## config.mk

```make
export PLATFORM = sky130hd
export DESIGN_NAME = encoder_hub
export DESIGN_NICKNAME = d
export VERILOG_FILES = /design/src/design/encoder_pkg.sv /design/src/design/cmd_decode.sv /design/src/design/ssi_reader.sv /design/src/design/report_framer.sv /design/src/design/encoder_hub.sv
export SDC_FILE = /design/constraint.sdc
export NUM_CORES = 2
export LEC_CHECK = 0
export BUFFER_PORTS_ARGS = -buffer_cell sky130_fd_sc_hd__buf_2
export CAP_MARGIN = 0
export CORE_MARGIN = 1
export CORE_UTILIZATION = 55
export CTS_CLUSTER_DIAMETER = 50
export CTS_CLUSTER_SIZE = 20
export DETAILED_ROUTE_END_ITERATION = 6
export HOLD_SLACK_MARGIN = 0.06
export PLACE_DENSITY = 0.8
export SLEW_MARGIN = 10
export SYNTH_ARGS = -nofsm -noshare
export SYNTH_HDL_FRONTEND = slang
export SYNTH_SLANG_ARGS = --single-unit
```

## constraint.sdc

```tcl
create_clock -name clk -period 5 [get_ports clk]
set_input_delay 0.75 -clock clk [delete_from_list [all_inputs] [get_ports clk]]
set_output_delay 0.75 -clock clk [all_outputs]
set_load 0.05 [all_outputs]
```

## src/design/encoder_pkg.sv

```systemverilog
package encoder_pkg;

	// Channel count and the width of a channel index.
	localparam int NUM_CH = 2;
	localparam int CH_BITS = (NUM_CH > 1) ? $clog2(NUM_CH) : 1;

	// AS5311 serial frame, 12 position or status bits plus flags and parity.
	localparam int SAMPLE_BITS = 18;
	localparam int BIT_CNT_BITS = $clog2(SAMPLE_BITS + 1);

	// Serial clock divider width.
	localparam int DIV_BITS = 12;

	// Host command and response codes.
	localparam int CMD_BITS = 8;
	localparam logic [CMD_BITS-1:0] CMD_CONFIG_ENCODER = 8'h40;
	localparam logic [31:0] RSP_ENCODER_DATA = 32'h0000_0041;

	typedef logic [CH_BITS-1:0] ch_idx_t;

	typedef logic [SAMPLE_BITS-1:0] sample_t;

	// Encoded as sent in the kind word of a report.
	typedef enum logic {
		KIND_MAGNET = 1'b0,
		KIND_POSITION = 1'b1
	} frame_kind_t;

	typedef logic [DIV_BITS-1:0] div_t;

endpackage

```

## src/design/cmd_decode.sv

```systemverilog
`timescale 1ns/1ps

module cmd_decode (
	input logic clk,
	input logic reset,
	input logic [31:0] systime,
	input logic [31:0] arg_data,
	input logic [encoder_pkg::CMD_BITS-1:0] cmd,
	input logic cmd_ready,
	output logic cfg_write,
	output encoder_pkg::ch_idx_t cfg_ch,
	output encoder_pkg::div_t cfg_div,
	output logic [31:0] cfg_data_int,
	output logic [31:0] cfg_mag_int,
	output logic [31:0] cfg_time,
	output logic cfg_done,
	output logic decode_busy
);
	import encoder_pkg::*;

	// One state per argument word still to come.
	typedef enum logic [1:0] {
		ST_IDLE,
		ST_DIV,
		ST_DATA_INT,
		ST_MAG_INT
	} state_t;

	state_t state;
	logic busy_q;

	assign busy_q = (state != ST_IDLE) || cfg_done;

	// Busy from the command strobe up to and including the done pulse.
	assign decode_busy = cmd_ready || busy_q;

	always_ff @(posedge clk) begin
		if (reset) begin
			state <= ST_IDLE;
			cfg_write <= 1'b0;
			cfg_done <= 1'b0;
		end else begin
			cfg_write <= 1'b0;
			cfg_done <= 1'b0;
			case (state)
				ST_IDLE: begin
					if (cmd_ready) begin
						if (cmd == CMD_CONFIG_ENCODER) begin
							state <= ST_DIV;
						end else begin
							cfg_done <= 1'b1;
						end
					end
				end
				ST_DIV: begin
					state <= ST_DATA_INT;
				end
				ST_DATA_INT: begin
					state <= ST_MAG_INT;
				end
				ST_MAG_INT: begin
					cfg_write <= 1'b1;
					cfg_done <= 1'b1;
					state <= ST_IDLE;
				end
				default: begin
					state <= ST_IDLE;
				end
			endcase
		end
	end

	always_ff @(posedge clk) begin
		if (state == ST_IDLE && cmd_ready) begin
			cfg_ch <= arg_data[CH_BITS-1:0];
		end
		if (state == ST_DIV) begin
			cfg_div <= arg_data[DIV_BITS-1:0];
		end
		// Both schedules start from the time of the data interval word.
		if (state == ST_DATA_INT) begin
			cfg_data_int <= arg_data;
			cfg_time <= systime;
		end
		if (state == ST_MAG_INT) begin
			cfg_mag_int <= arg_data;
		end
	end

	// The host waits for cmd_done before it issues the next command.
	a_no_cmd_while_busy: assert property (
		@(posedge clk) disable iff (reset) cmd_ready |-> !busy_q
	) else $error("cmd_decode: command strobe while a command is in progress");

endmodule

```

## src/design/ssi_reader.sv

```systemverilog
`timescale 1ns/1ps

module ssi_reader #(
	parameter encoder_pkg::ch_idx_t CH = '0
) (
	input logic clk,
	input logic reset,
	input logic [31:0] systime,
	input logic cfg_write,
	input encoder_pkg::ch_idx_t cfg_ch,
	input encoder_pkg::div_t cfg_div,
	input logic [31:0] cfg_data_int,
	input logic [31:0] cfg_mag_int,
	input logic [31:0] cfg_time,
	input logic enc_do,
	output logic enc_clk,
	output logic enc_cs,
	output logic frame_valid,
	output encoder_pkg::sample_t frame_value,
	output encoder_pkg::frame_kind_t frame_kind,
	output logic [31:0] frame_start,
	input logic frame_ack
);
	import encoder_pkg::*;

	typedef enum logic [2:0] {
		PH_IDLE,
		PH_CS_LO,
		PH_CLK_LO,
		PH_CLK_HI,
		PH_CS_HI,
		PH_END
	} phase_t;

	phase_t phase;
	div_t div_cfg;
	div_t div_cnt;
	logic [31:0] data_int;
	logic [31:0] mag_int;
	logic [31:0] next_data;
	logic [31:0] next_mag;
	logic data_pending;
	logic mag_pending;
	logic [BIT_CNT_BITS-1:0] bit_cnt;
	sample_t shift;
	sample_t prev_pos;
	sample_t prev_mag;
	frame_kind_t cur_kind;
	logic [31:0] cur_start;
	logic enabled;
	logic cfg_hit;
	logic data_due;
	logic mag_due;
	logic phase_end;
	logic start;
	logic shift_en;
	logic last_bit;
	logic capture;
	logic changed;

	assign enabled = (div_cfg != '0);
	assign cfg_hit = cfg_write && (cfg_ch == CH);
	assign data_due = (data_int != '0) && (systime == next_data);
	assign mag_due = (mag_int != '0) && (systime == next_mag);
	assign phase_end = (div_cnt == div_t'(1));
	assign start = enabled && (phase == PH_IDLE) && (data_pending || mag_pending);
	assign shift_en = enabled && (phase == PH_CLK_LO) && phase_end;
	assign last_bit = (bit_cnt == BIT_CNT_BITS'(SAMPLE_BITS));
	assign capture = enabled && (phase == PH_CLK_HI) && phase_end && last_bit;

	// Position and magnet frames each have their own change filter.
	assign changed = (cur_kind == KIND_POSITION) ? (shift != prev_pos) : (shift != prev_mag);

	always_ff @(posedge clk) begin
		if (reset) begin
			phase <= PH_IDLE;
			enc_clk <= 1'b1;
			enc_cs <= 1'b1;
			div_cfg <= '0;
			div_cnt <= '0;
			data_int <= '0;
			mag_int <= '0;
			data_pending <= 1'b0;
			mag_pending <= 1'b0;
			bit_cnt <= '0;
			frame_valid <= 1'b0;
			prev_pos <= '1;
			prev_mag <= '1;
		end else begin
			if (frame_ack) begin
				frame_valid <= 1'b0;
			end

			if (!enabled) begin
				phase <= PH_IDLE;
				enc_clk <= 1'b1;
				enc_cs <= 1'b1;
			end else if (phase == PH_IDLE) begin
				if (start) begin
					enc_cs <= 1'b0;
					div_cnt <= div_cfg;
					bit_cnt <= '0;
					phase <= PH_CS_LO;
					// Position wins when both kinds are due.
					if (data_pending) begin
						data_pending <= 1'b0;
					end else begin
						mag_pending <= 1'b0;
					end
				end
			end else if (!phase_end) begin
				div_cnt <= div_cnt - 1'b1;
			end else begin
				div_cnt <= div_cfg;
				case (phase)
					PH_CS_LO: begin
						enc_clk <= 1'b0;
						phase <= PH_CLK_LO;
					end
					PH_CLK_LO: begin
						enc_clk <= 1'b1;
						bit_cnt <= bit_cnt + 1'b1;
						phase <= PH_CLK_HI;
					end
					PH_CLK_HI: begin
						if (last_bit) begin
							enc_cs <= 1'b1;
							phase <= PH_CS_HI;
						end else begin
							enc_clk <= 1'b0;
							phase <= PH_CLK_LO;
						end
					end
					PH_CS_HI: begin
						phase <= PH_END;
					end
					default: begin
						phase <= PH_IDLE;
					end
				endcase
			end

			if (capture && changed) begin
				frame_valid <= 1'b1;
				if (cur_kind == KIND_POSITION) begin
					prev_pos <= shift;
				end else begin
					prev_mag <= shift;
				end
			end

			// A due time only sets the flag, so a busy frame delays it.
			if (data_due) begin
				data_pending <= 1'b1;
			end
			if (mag_due) begin
				mag_pending <= 1'b1;
			end

			if (cfg_hit) begin
				div_cfg <= cfg_div;
				data_int <= cfg_data_int;
				mag_int <= cfg_mag_int;
				data_pending <= 1'b0;
				mag_pending <= 1'b0;
			end
		end
	end

	always_ff @(posedge clk) begin
		if (start) begin
			cur_kind <= data_pending ? KIND_POSITION : KIND_MAGNET;
			cur_start <= systime;
		end
		// Sensor data is taken as enc_clk rises, MSB first.
		if (shift_en) begin
			shift <= {shift[SAMPLE_BITS-2:0], enc_do};
		end
		if (cfg_hit) begin
			next_data <= cfg_time + cfg_data_int;
			next_mag <= cfg_time + cfg_mag_int;
		end else begin
			if (data_due) begin
				next_data <= next_data + data_int;
			end
			if (mag_due) begin
				next_mag <= next_mag + mag_int;
			end
		end
		if (capture && changed) begin
			frame_value <= shift;
			frame_kind <= cur_kind;
			frame_start <= cur_start;
		end
	end

	a_cs_high_when_idle: assert property (
		@(posedge clk) disable iff (reset) (phase == PH_IDLE) |-> enc_cs
	) else $error("ssi_reader: chip select low while idle");

	a_bit_count_range: assert property (
		@(posedge clk) disable iff (reset) bit_cnt <= BIT_CNT_BITS'(SAMPLE_BITS)
	) else $error("ssi_reader: bit count past frame length");

endmodule

```

## src/design/report_framer.sv

```systemverilog
`timescale 1ns/1ps

module report_framer (
	input logic clk,
	input logic reset,
	input logic [encoder_pkg::NUM_CH-1:0] frame_valid,
	input encoder_pkg::sample_t frame_value [encoder_pkg::NUM_CH],
	input encoder_pkg::frame_kind_t frame_kind [encoder_pkg::NUM_CH],
	input logic [31:0] frame_start [encoder_pkg::NUM_CH],
	output logic [encoder_pkg::NUM_CH-1:0] frame_ack,
	input logic decode_busy,
	input logic cfg_done,
	output logic invol_req,
	input logic invol_grant,
	output logic [31:0] param_data,
	output logic param_write,
	output logic cmd_done
);
	import encoder_pkg::*;

	// Each word state names the word loaded at its clock edge.
	typedef enum logic [2:0] {
		FR_IDLE,
		FR_WAIT_GRANT,
		FR_START,
		FR_VALUE,
		FR_KIND,
		FR_RESPONSE
	} state_t;

	state_t state;
	ch_idx_t sel_ch;
	logic [31:0] start_q;
	sample_t value_q;
	frame_kind_t kind_q;
	logic rsp_done;

	// Fixed priority, lowest channel first.
	always_comb begin
		sel_ch = '0;
		for (int i = NUM_CH - 1; i >= 0; i--) begin
			if (frame_valid[i]) begin
				sel_ch = ch_idx_t'(i);
			end
		end
	end

	assign cmd_done = rsp_done || cfg_done;

	always_ff @(posedge clk) begin
		if (reset) begin
			state <= FR_IDLE;
			invol_req <= 1'b0;
			param_write <= 1'b0;
			rsp_done <= 1'b0;
			frame_ack <= '0;
		end else begin
			frame_ack <= '0;
			rsp_done <= 1'b0;
			case (state)
				FR_IDLE: begin
					if ((|frame_valid) && !decode_busy) begin
						invol_req <= 1'b1;
						state <= FR_WAIT_GRANT;
					end
				end
				FR_WAIT_GRANT: begin
					if (invol_grant) begin
						invol_req <= 1'b0;
						param_write <= 1'b1;
						frame_ack[sel_ch] <= 1'b1;
						state <= FR_START;
					end
				end
				FR_START: state <= FR_VALUE;
				FR_VALUE: state <= FR_KIND;
				FR_KIND: state <= FR_RESPONSE;
				FR_RESPONSE: begin
					param_write <= 1'b0;
					rsp_done <= 1'b1;
					state <= FR_IDLE;
				end
				default: state <= FR_IDLE;
			endcase
		end
	end

	// The chosen frame is copied at grant so the reader may refill at once.
	always_ff @(posedge clk) begin
		case (state)
			FR_WAIT_GRANT: begin
				if (invol_grant) begin
					start_q <= frame_start[sel_ch];
					value_q <= frame_value[sel_ch];
					kind_q <= frame_kind[sel_ch];
					param_data <= 32'(sel_ch);
				end
			end
			FR_START: param_data <= start_q;
			FR_VALUE: param_data <= 32'(value_q);
			FR_KIND: param_data <= 32'(kind_q);
			FR_RESPONSE: param_data <= RSP_ENCODER_DATA;
			default: ;
		endcase
	end

	a_no_write_during_request: assert property (
		@(posedge clk) disable iff (reset) !(param_write && invol_req)
	) else $error("report_framer: parameter write while requesting the bus");

endmodule

```

## src/design/encoder_hub.sv

```systemverilog
`timescale 1ns/1ps

module encoder_hub (
	input logic clk,
	input logic reset,
	input logic [31:0] systime,
	input logic [31:0] arg_data,
	input logic [encoder_pkg::CMD_BITS-1:0] cmd,
	input logic cmd_ready,
	output logic cmd_done,
	output logic [31:0] param_data,
	output logic param_write,
	output logic invol_req,
	input logic invol_grant,
	output logic [encoder_pkg::NUM_CH-1:0] enc_clk,
	output logic [encoder_pkg::NUM_CH-1:0] enc_cs,
	input logic [encoder_pkg::NUM_CH-1:0] enc_do
);
	import encoder_pkg::*;

	logic cfg_write;
	ch_idx_t cfg_ch;
	div_t cfg_div;
	logic [31:0] cfg_data_int;
	logic [31:0] cfg_mag_int;
	logic [31:0] cfg_time;
	logic cfg_done;
	logic decode_busy;
	logic [NUM_CH-1:0] frame_valid;
	sample_t frame_value [NUM_CH];
	frame_kind_t frame_kind [NUM_CH];
	logic [31:0] frame_start [NUM_CH];
	logic [NUM_CH-1:0] frame_ack;

	cmd_decode u_decode (
		.clk(clk),
		.reset(reset),
		.systime(systime),
		.arg_data(arg_data),
		.cmd(cmd),
		.cmd_ready(cmd_ready),
		.cfg_write(cfg_write),
		.cfg_ch(cfg_ch),
		.cfg_div(cfg_div),
		.cfg_data_int(cfg_data_int),
		.cfg_mag_int(cfg_mag_int),
		.cfg_time(cfg_time),
		.cfg_done(cfg_done),
		.decode_busy(decode_busy)
	);

	for (genvar i = 0; i < NUM_CH; i++) begin : g_reader
		ssi_reader #(
			.CH(ch_idx_t'(i))
		) u_reader (
			.clk(clk),
			.reset(reset),
			.systime(systime),
			.cfg_write(cfg_write),
			.cfg_ch(cfg_ch),
			.cfg_div(cfg_div),
			.cfg_data_int(cfg_data_int),
			.cfg_mag_int(cfg_mag_int),
			.cfg_time(cfg_time),
			.enc_do(enc_do[i]),
			.enc_clk(enc_clk[i]),
			.enc_cs(enc_cs[i]),
			.frame_valid(frame_valid[i]),
			.frame_value(frame_value[i]),
			.frame_kind(frame_kind[i]),
			.frame_start(frame_start[i]),
			.frame_ack(frame_ack[i])
		);
	end

	report_framer u_framer (
		.clk(clk),
		.reset(reset),
		.frame_valid(frame_valid),
		.frame_value(frame_value),
		.frame_kind(frame_kind),
		.frame_start(frame_start),
		.frame_ack(frame_ack),
		.decode_busy(decode_busy),
		.cfg_done(cfg_done),
		.invol_req(invol_req),
		.invol_grant(invol_grant),
		.param_data(param_data),
		.param_write(param_write),
		.cmd_done(cmd_done)
	);

endmodule

```

==> summary.md <==
* area enclosed by the die boundary: 75590 µm²
* number of pins with negative max-slew slack in the final report: 0
* Pint: 11.16 mW
* Seq pwr share: 48.1%
* biggest area contributors in the synthesized netlist: sky130_fd_sc_hd__edfxtp_1 (38%), sky130_fd_sc_hd__dfxtp_1 (14%), sky130_fd_sc_hd__ha_1 (6.1%)
* clock sink count: 810
* destination of the worst hold path: g_reader[1].u_reader.shift[0]
* xor and xnor fraction of the mapped netlist area: 7.097%
* dominant combinational cell family by area after synthesis: compound AO/OA/AOI/OAI gates
* routability congestion estimate from global placement: 0.9872
* mean routed wirelength per cell: 21.89 µm
* aggregate negative setup slack: 0 ns
* reg-to-reg startpoint: u_decode.cfg_mag_int[0]
* flip-flop and latch area: 21460 µm²
* HPWL after DPL: 78800 µm
* run status: finished with violations
* Synth async-reset ratio: 0%
* final hold violation count: 0
* worst setup path class: reg -> reg
* Synth Register Bits: 810
* IO buf count: 116
* detailed-route vias per instance: 6.145
* path depth of the worst reg2reg path: 11
* stage delay of the slowest cell on the critical path: 0.45 ns
* cell type of the slowest stage on the worst timing path: sky130_fd_sc_hd__o31ai_1
* Adder-Cell Fraction of Synth Area: 6.370%
* switching portion of total power: 25.10%
* CP top delay family: compound AO/OA/AOI/OAI gates
* mean area per synthesized cell: 10.28 µm²
* vias in the first global route: 28850
* placeable core region: 73330 µm²
* unrepaired setup endpoints after global routing: no
* Max transition margin: 21.46%
* Final Non-Filler Cells: 5057
* Yosys top cell area share: 38.40%
* mux contribution to synthesized area: 1.551%
* GR Util All Layers: 28.80%
* length of the first detailed-routing pass in iterations: 7
* hold buffer count at CTS: 0
* Worst Max-Slew Pin Slew: 1.178 ns
* fill cell count: 5867
* summed instance area of the synthesized netlist: 40970 µm²
* post-synthesis simple-gate area fraction: 14.64%
* cell-by-cell trace of the critical path: ha_1, fa_1, a211oi_1, o21ai_1, o31ai_1, a21oi_1, a21o_1, a21o_1, a221o_1, xor2_1, mux2_2
* synthesized-area fraction occupied by ao, oa, aoi and oai cells: 15.22%
* buffers inserted during post-CTS setup optimization: 0
* nets: 4301
* gate count of the mapped netlist: 3987
* Most used DFF post-synth: sky130_fd_sc_hd__edfxtp_1
* area of the multi-input gates: 18490 µm²
* initial antenna violation count: 1
* wire length of the first global-routing pass: 166500 µm
* Synth warnings: 0
* Pwr Total: 14.90 mW
* cts repair resizes: 0
* drt drc: 7
* final critical path time including I/O delays and setup: 3.677 ns
* startpoint type of the worst setup path: flop
* Unique masters post-synth: 88
* Crit path arrival time: 4.09 ns
* min-delay worst type: in -> reg
* count of buffer and inverter cells on the critical path: 0
* clock insertion delay at the later pin of the skew report: 0.68 ns
* total clock buffers created by CTS: 91
* htree depth: 3
* Boundary Pins: 117
* post-route antenna net violation count: 0
* Peak VDD IR: 258.1 µV
* P_leak: 16.94 nW
* number of max-cap violations: 0
* hold path startpoint: enc_do[1]
* detailed-route via count: 31080
* buffer depth of the longest clock path: 3
* Clock Skew: 0.05764 ns
* Area growth, synth to finish: 11.25%
* largest area contributor in the synthesized netlist: sky130_fd_sc_hd__edfxtp_1
* portion of the post-synthesis area used by sequential elements: 52.38%
* r2r endpoint: g_reader[0].u_reader.next_mag[20]
* logic gate share of total power: 4.1%
* Final Setup Violations: 0
* violations in the final reports: design-rule violations
* Required @ worst endpoint: 5.41 ns
* share of power burned in the clock network: 47.7%
* syn nets: 4270
* pin count of the biggest net entering global routing: 149
* floorplan die width: 274.9 µm
* number of core rows: 99
* number of flops mapped to enable cells by yosys: 524
* category of the worst setup path capture point: flop
* master cell of the clock root buffer: sky130_fd_sc_hd__clkbuf_16
* Inst Count DP: 4884
* switching power: 3.739 mW
* violation count after the first detailed-route iteration: 3362
* critical path's most frequent cell: sky130_fd_sc_hd__a21o_1
* fraction of layout cells with a size suffix above 1: 8.689%
* power per cell area: 326.8 nW/µm²
* initial core utilization: 55.88%
* residual overflow from global routing: 0
* clock-pin slew reported for the worst setup and hold paths after clock tree synthesis: 0.08 ns
* CTS tree: yes
* worst setup slack for register-to-register paths: 1.32 ns
* die height: 274.9 µm
* Max Freq: 0.2720 GHz
* total wirelength of the detailed-routed design: 110700 µm
* cell depth of the worst min-delay path: 1
* portion of the clock cycle consumed by the worst path in the final layout: 73.53%
* maximum fanout along the worst path: 3
## state kept, by name, summed over array words and instances (netlist names), 64 cells and up
name and count:
g_reader.u_reader.data_int 64, g_reader.u_reader.mag_int 64, g_reader.u_reader.frame_start 64, g_reader.u_reader.next_mag 64
g_reader.u_reader.cur_start 64, g_reader.u_reader.next_data 64
## metrics by stage
stage	utilization [%]	hold WS, ns	worst slack, ns	cell area, µm²
2_1_floorplan	-	0.4003	1.202	40980
6_report	62.16	0.2361	1.323	45580
3_3_place_gp	57.62	0.4002	1.441	42250
4_1_cts	62.16	0.2082	1.347	45580
5_1_grt	62.16	0.2100	1.155	45580
3_5_place_dp	57.62	0.4045	1.422	42250
## routing by layer
layer / track usage (%) / vias up / wire length (µm)
met1: 40.78 / 14960 / 46660
li1: - / 14540 / -
met2: 45.69 / 1390 / 50770
met3: 3.797 / 184 / 9640
met4: 9.567 / 0 / 3635
met5: 0 / - / 0
## cell usage after synthesis (18+ instances only)
cell type / n
sky130_fd_sc_hd__nand4_1: 68
sky130_fd_sc_hd__xor2_1: 85
sky130_fd_sc_hd__a31oi_1: 26
sky130_fd_sc_hd__nor4_1: 60
sky130_fd_sc_hd__o21bai_1: 26
sky130_fd_sc_hd__clkbuf_1: 168
sky130_fd_sc_hd__and3_1: 38
sky130_fd_sc_hd__a211o_1: 79
sky130_fd_sc_hd__a21o_1: 81
sky130_fd_sc_hd__mux2i_1: 59
sky130_fd_sc_hd__o31ai_1: 20
sky130_fd_sc_hd__o21a_1: 19
sky130_fd_sc_hd__a211oi_1: 34
sky130_fd_sc_hd__edfxtp_1: 524
sky130_fd_sc_hd__o211ai_1: 20
sky130_fd_sc_hd__nor2_1: 222
sky130_fd_sc_hd__nand3_1: 40
sky130_fd_sc_hd__nand2b_1: 21
sky130_fd_sc_hd__dfxtp_1: 286
sky130_fd_sc_hd__inv_1: 76
sky130_fd_sc_hd__nand2_1: 657
sky130_fd_sc_hd__nor2b_1: 62
sky130_fd_sc_hd__a21oi_1: 409
sky130_fd_sc_hd__xnor2_1: 247
sky130_fd_sc_hd__o21ai_0: 156
sky130_fd_sc_hd__and2_1: 24
sky130_fd_sc_hd__ha_1: 199
sky130_fd_sc_hd__a22o_1: 18
sky130_fd_sc_hd__nor3_1: 60
## power groups by stage
stage	clock network, mW	logic, mW	registers, mW
after detailed placement	0	0.598	7.31
after global routing	7.46	0.648	7.17
after CTS	7.18	0.604	7.17
after floorplan	0	0.371	7.30
after global placement	0	0.594	7.31
final	7.11	0.617	7.17
## cell usage in the layout, fill, tap and decap left out, types with 34 or more instances in the layout
cell,n
sky130_fd_sc_hd__nand2_1,653
sky130_fd_sc_hd__edfxtp_1,524
sky130_fd_sc_hd__a21oi_1,408
sky130_fd_sc_hd__dfxtp_1,286
sky130_fd_sc_hd__xnor2_1,247
sky130_fd_sc_hd__nor2_1,220
sky130_fd_sc_hd__ha_1,197
sky130_fd_sc_hd__o21ai_0,156
sky130_fd_sc_hd__buf_2,115
sky130_fd_sc_hd__clkbuf_16,94
sky130_fd_sc_hd__xor2_1,85
sky130_fd_sc_hd__a21o_1,81
sky130_fd_sc_hd__a211o_1,79
sky130_fd_sc_hd__inv_1,75
sky130_fd_sc_hd__nand4_1,68
sky130_fd_sc_hd__nor4_1,60
sky130_fd_sc_hd__nor2b_1,60
sky130_fd_sc_hd__mux2i_1,59
sky130_fd_sc_hd__nor3_1,59
sky130_fd_sc_hd__nand3_1,39
sky130_fd_sc_hd__and3_1,38
sky130_fd_sc_hd__a211oi_1,34
## final cells by class
type / count / area share (%)
flip-flops and latches: 810 / 47.08
multi-input cells: 2899 / 40.56
clock buffers: 103 / 5.388
well taps: 959 / 2.632
clock inverters: 69 / 1.913
repair buffers: 139 / 1.781
inverters: 77 / 0.6341
diodes: 1 / 0.005490
## worst max-delay path by stage
stage / startpoint / endpoint / slack (ns) / cells past startpoint
3_3_place_gp: u_decode.cfg_mag_int[0] / g_reader[0].u_reader.next_mag[20] / 1.44 / 11
4_1_cts: u_decode.cfg_mag_int[0] / g_reader[0].u_reader.next_mag[20] / 1.35 / 11
6_report: u_decode.cfg_mag_int[0] / g_reader[0].u_reader.next_mag[20] / 1.32 / 11
2_1_floorplan: g_reader[1].u_reader.phase[2] / g_reader[1].u_reader.bit_cnt[0] / 1.20 / 9
5_1_grt: g_reader[1].u_reader.next_data[0] / g_reader[1].u_reader.next_data[26] / 1.16 / 11
3_5_place_dp: u_decode.cfg_mag_int[0] / g_reader[1].u_reader.next_mag[20] / 1.42 / 11
## kinds of logic after synthesis
logic type	after synthesis
compound gates	988
simple gates	1311
buf+inv	278
mux	63
xor+xnor	332
fa+ha+maj	205
flops	810
No activity file was read; power rests on OpenSTA's default activity.
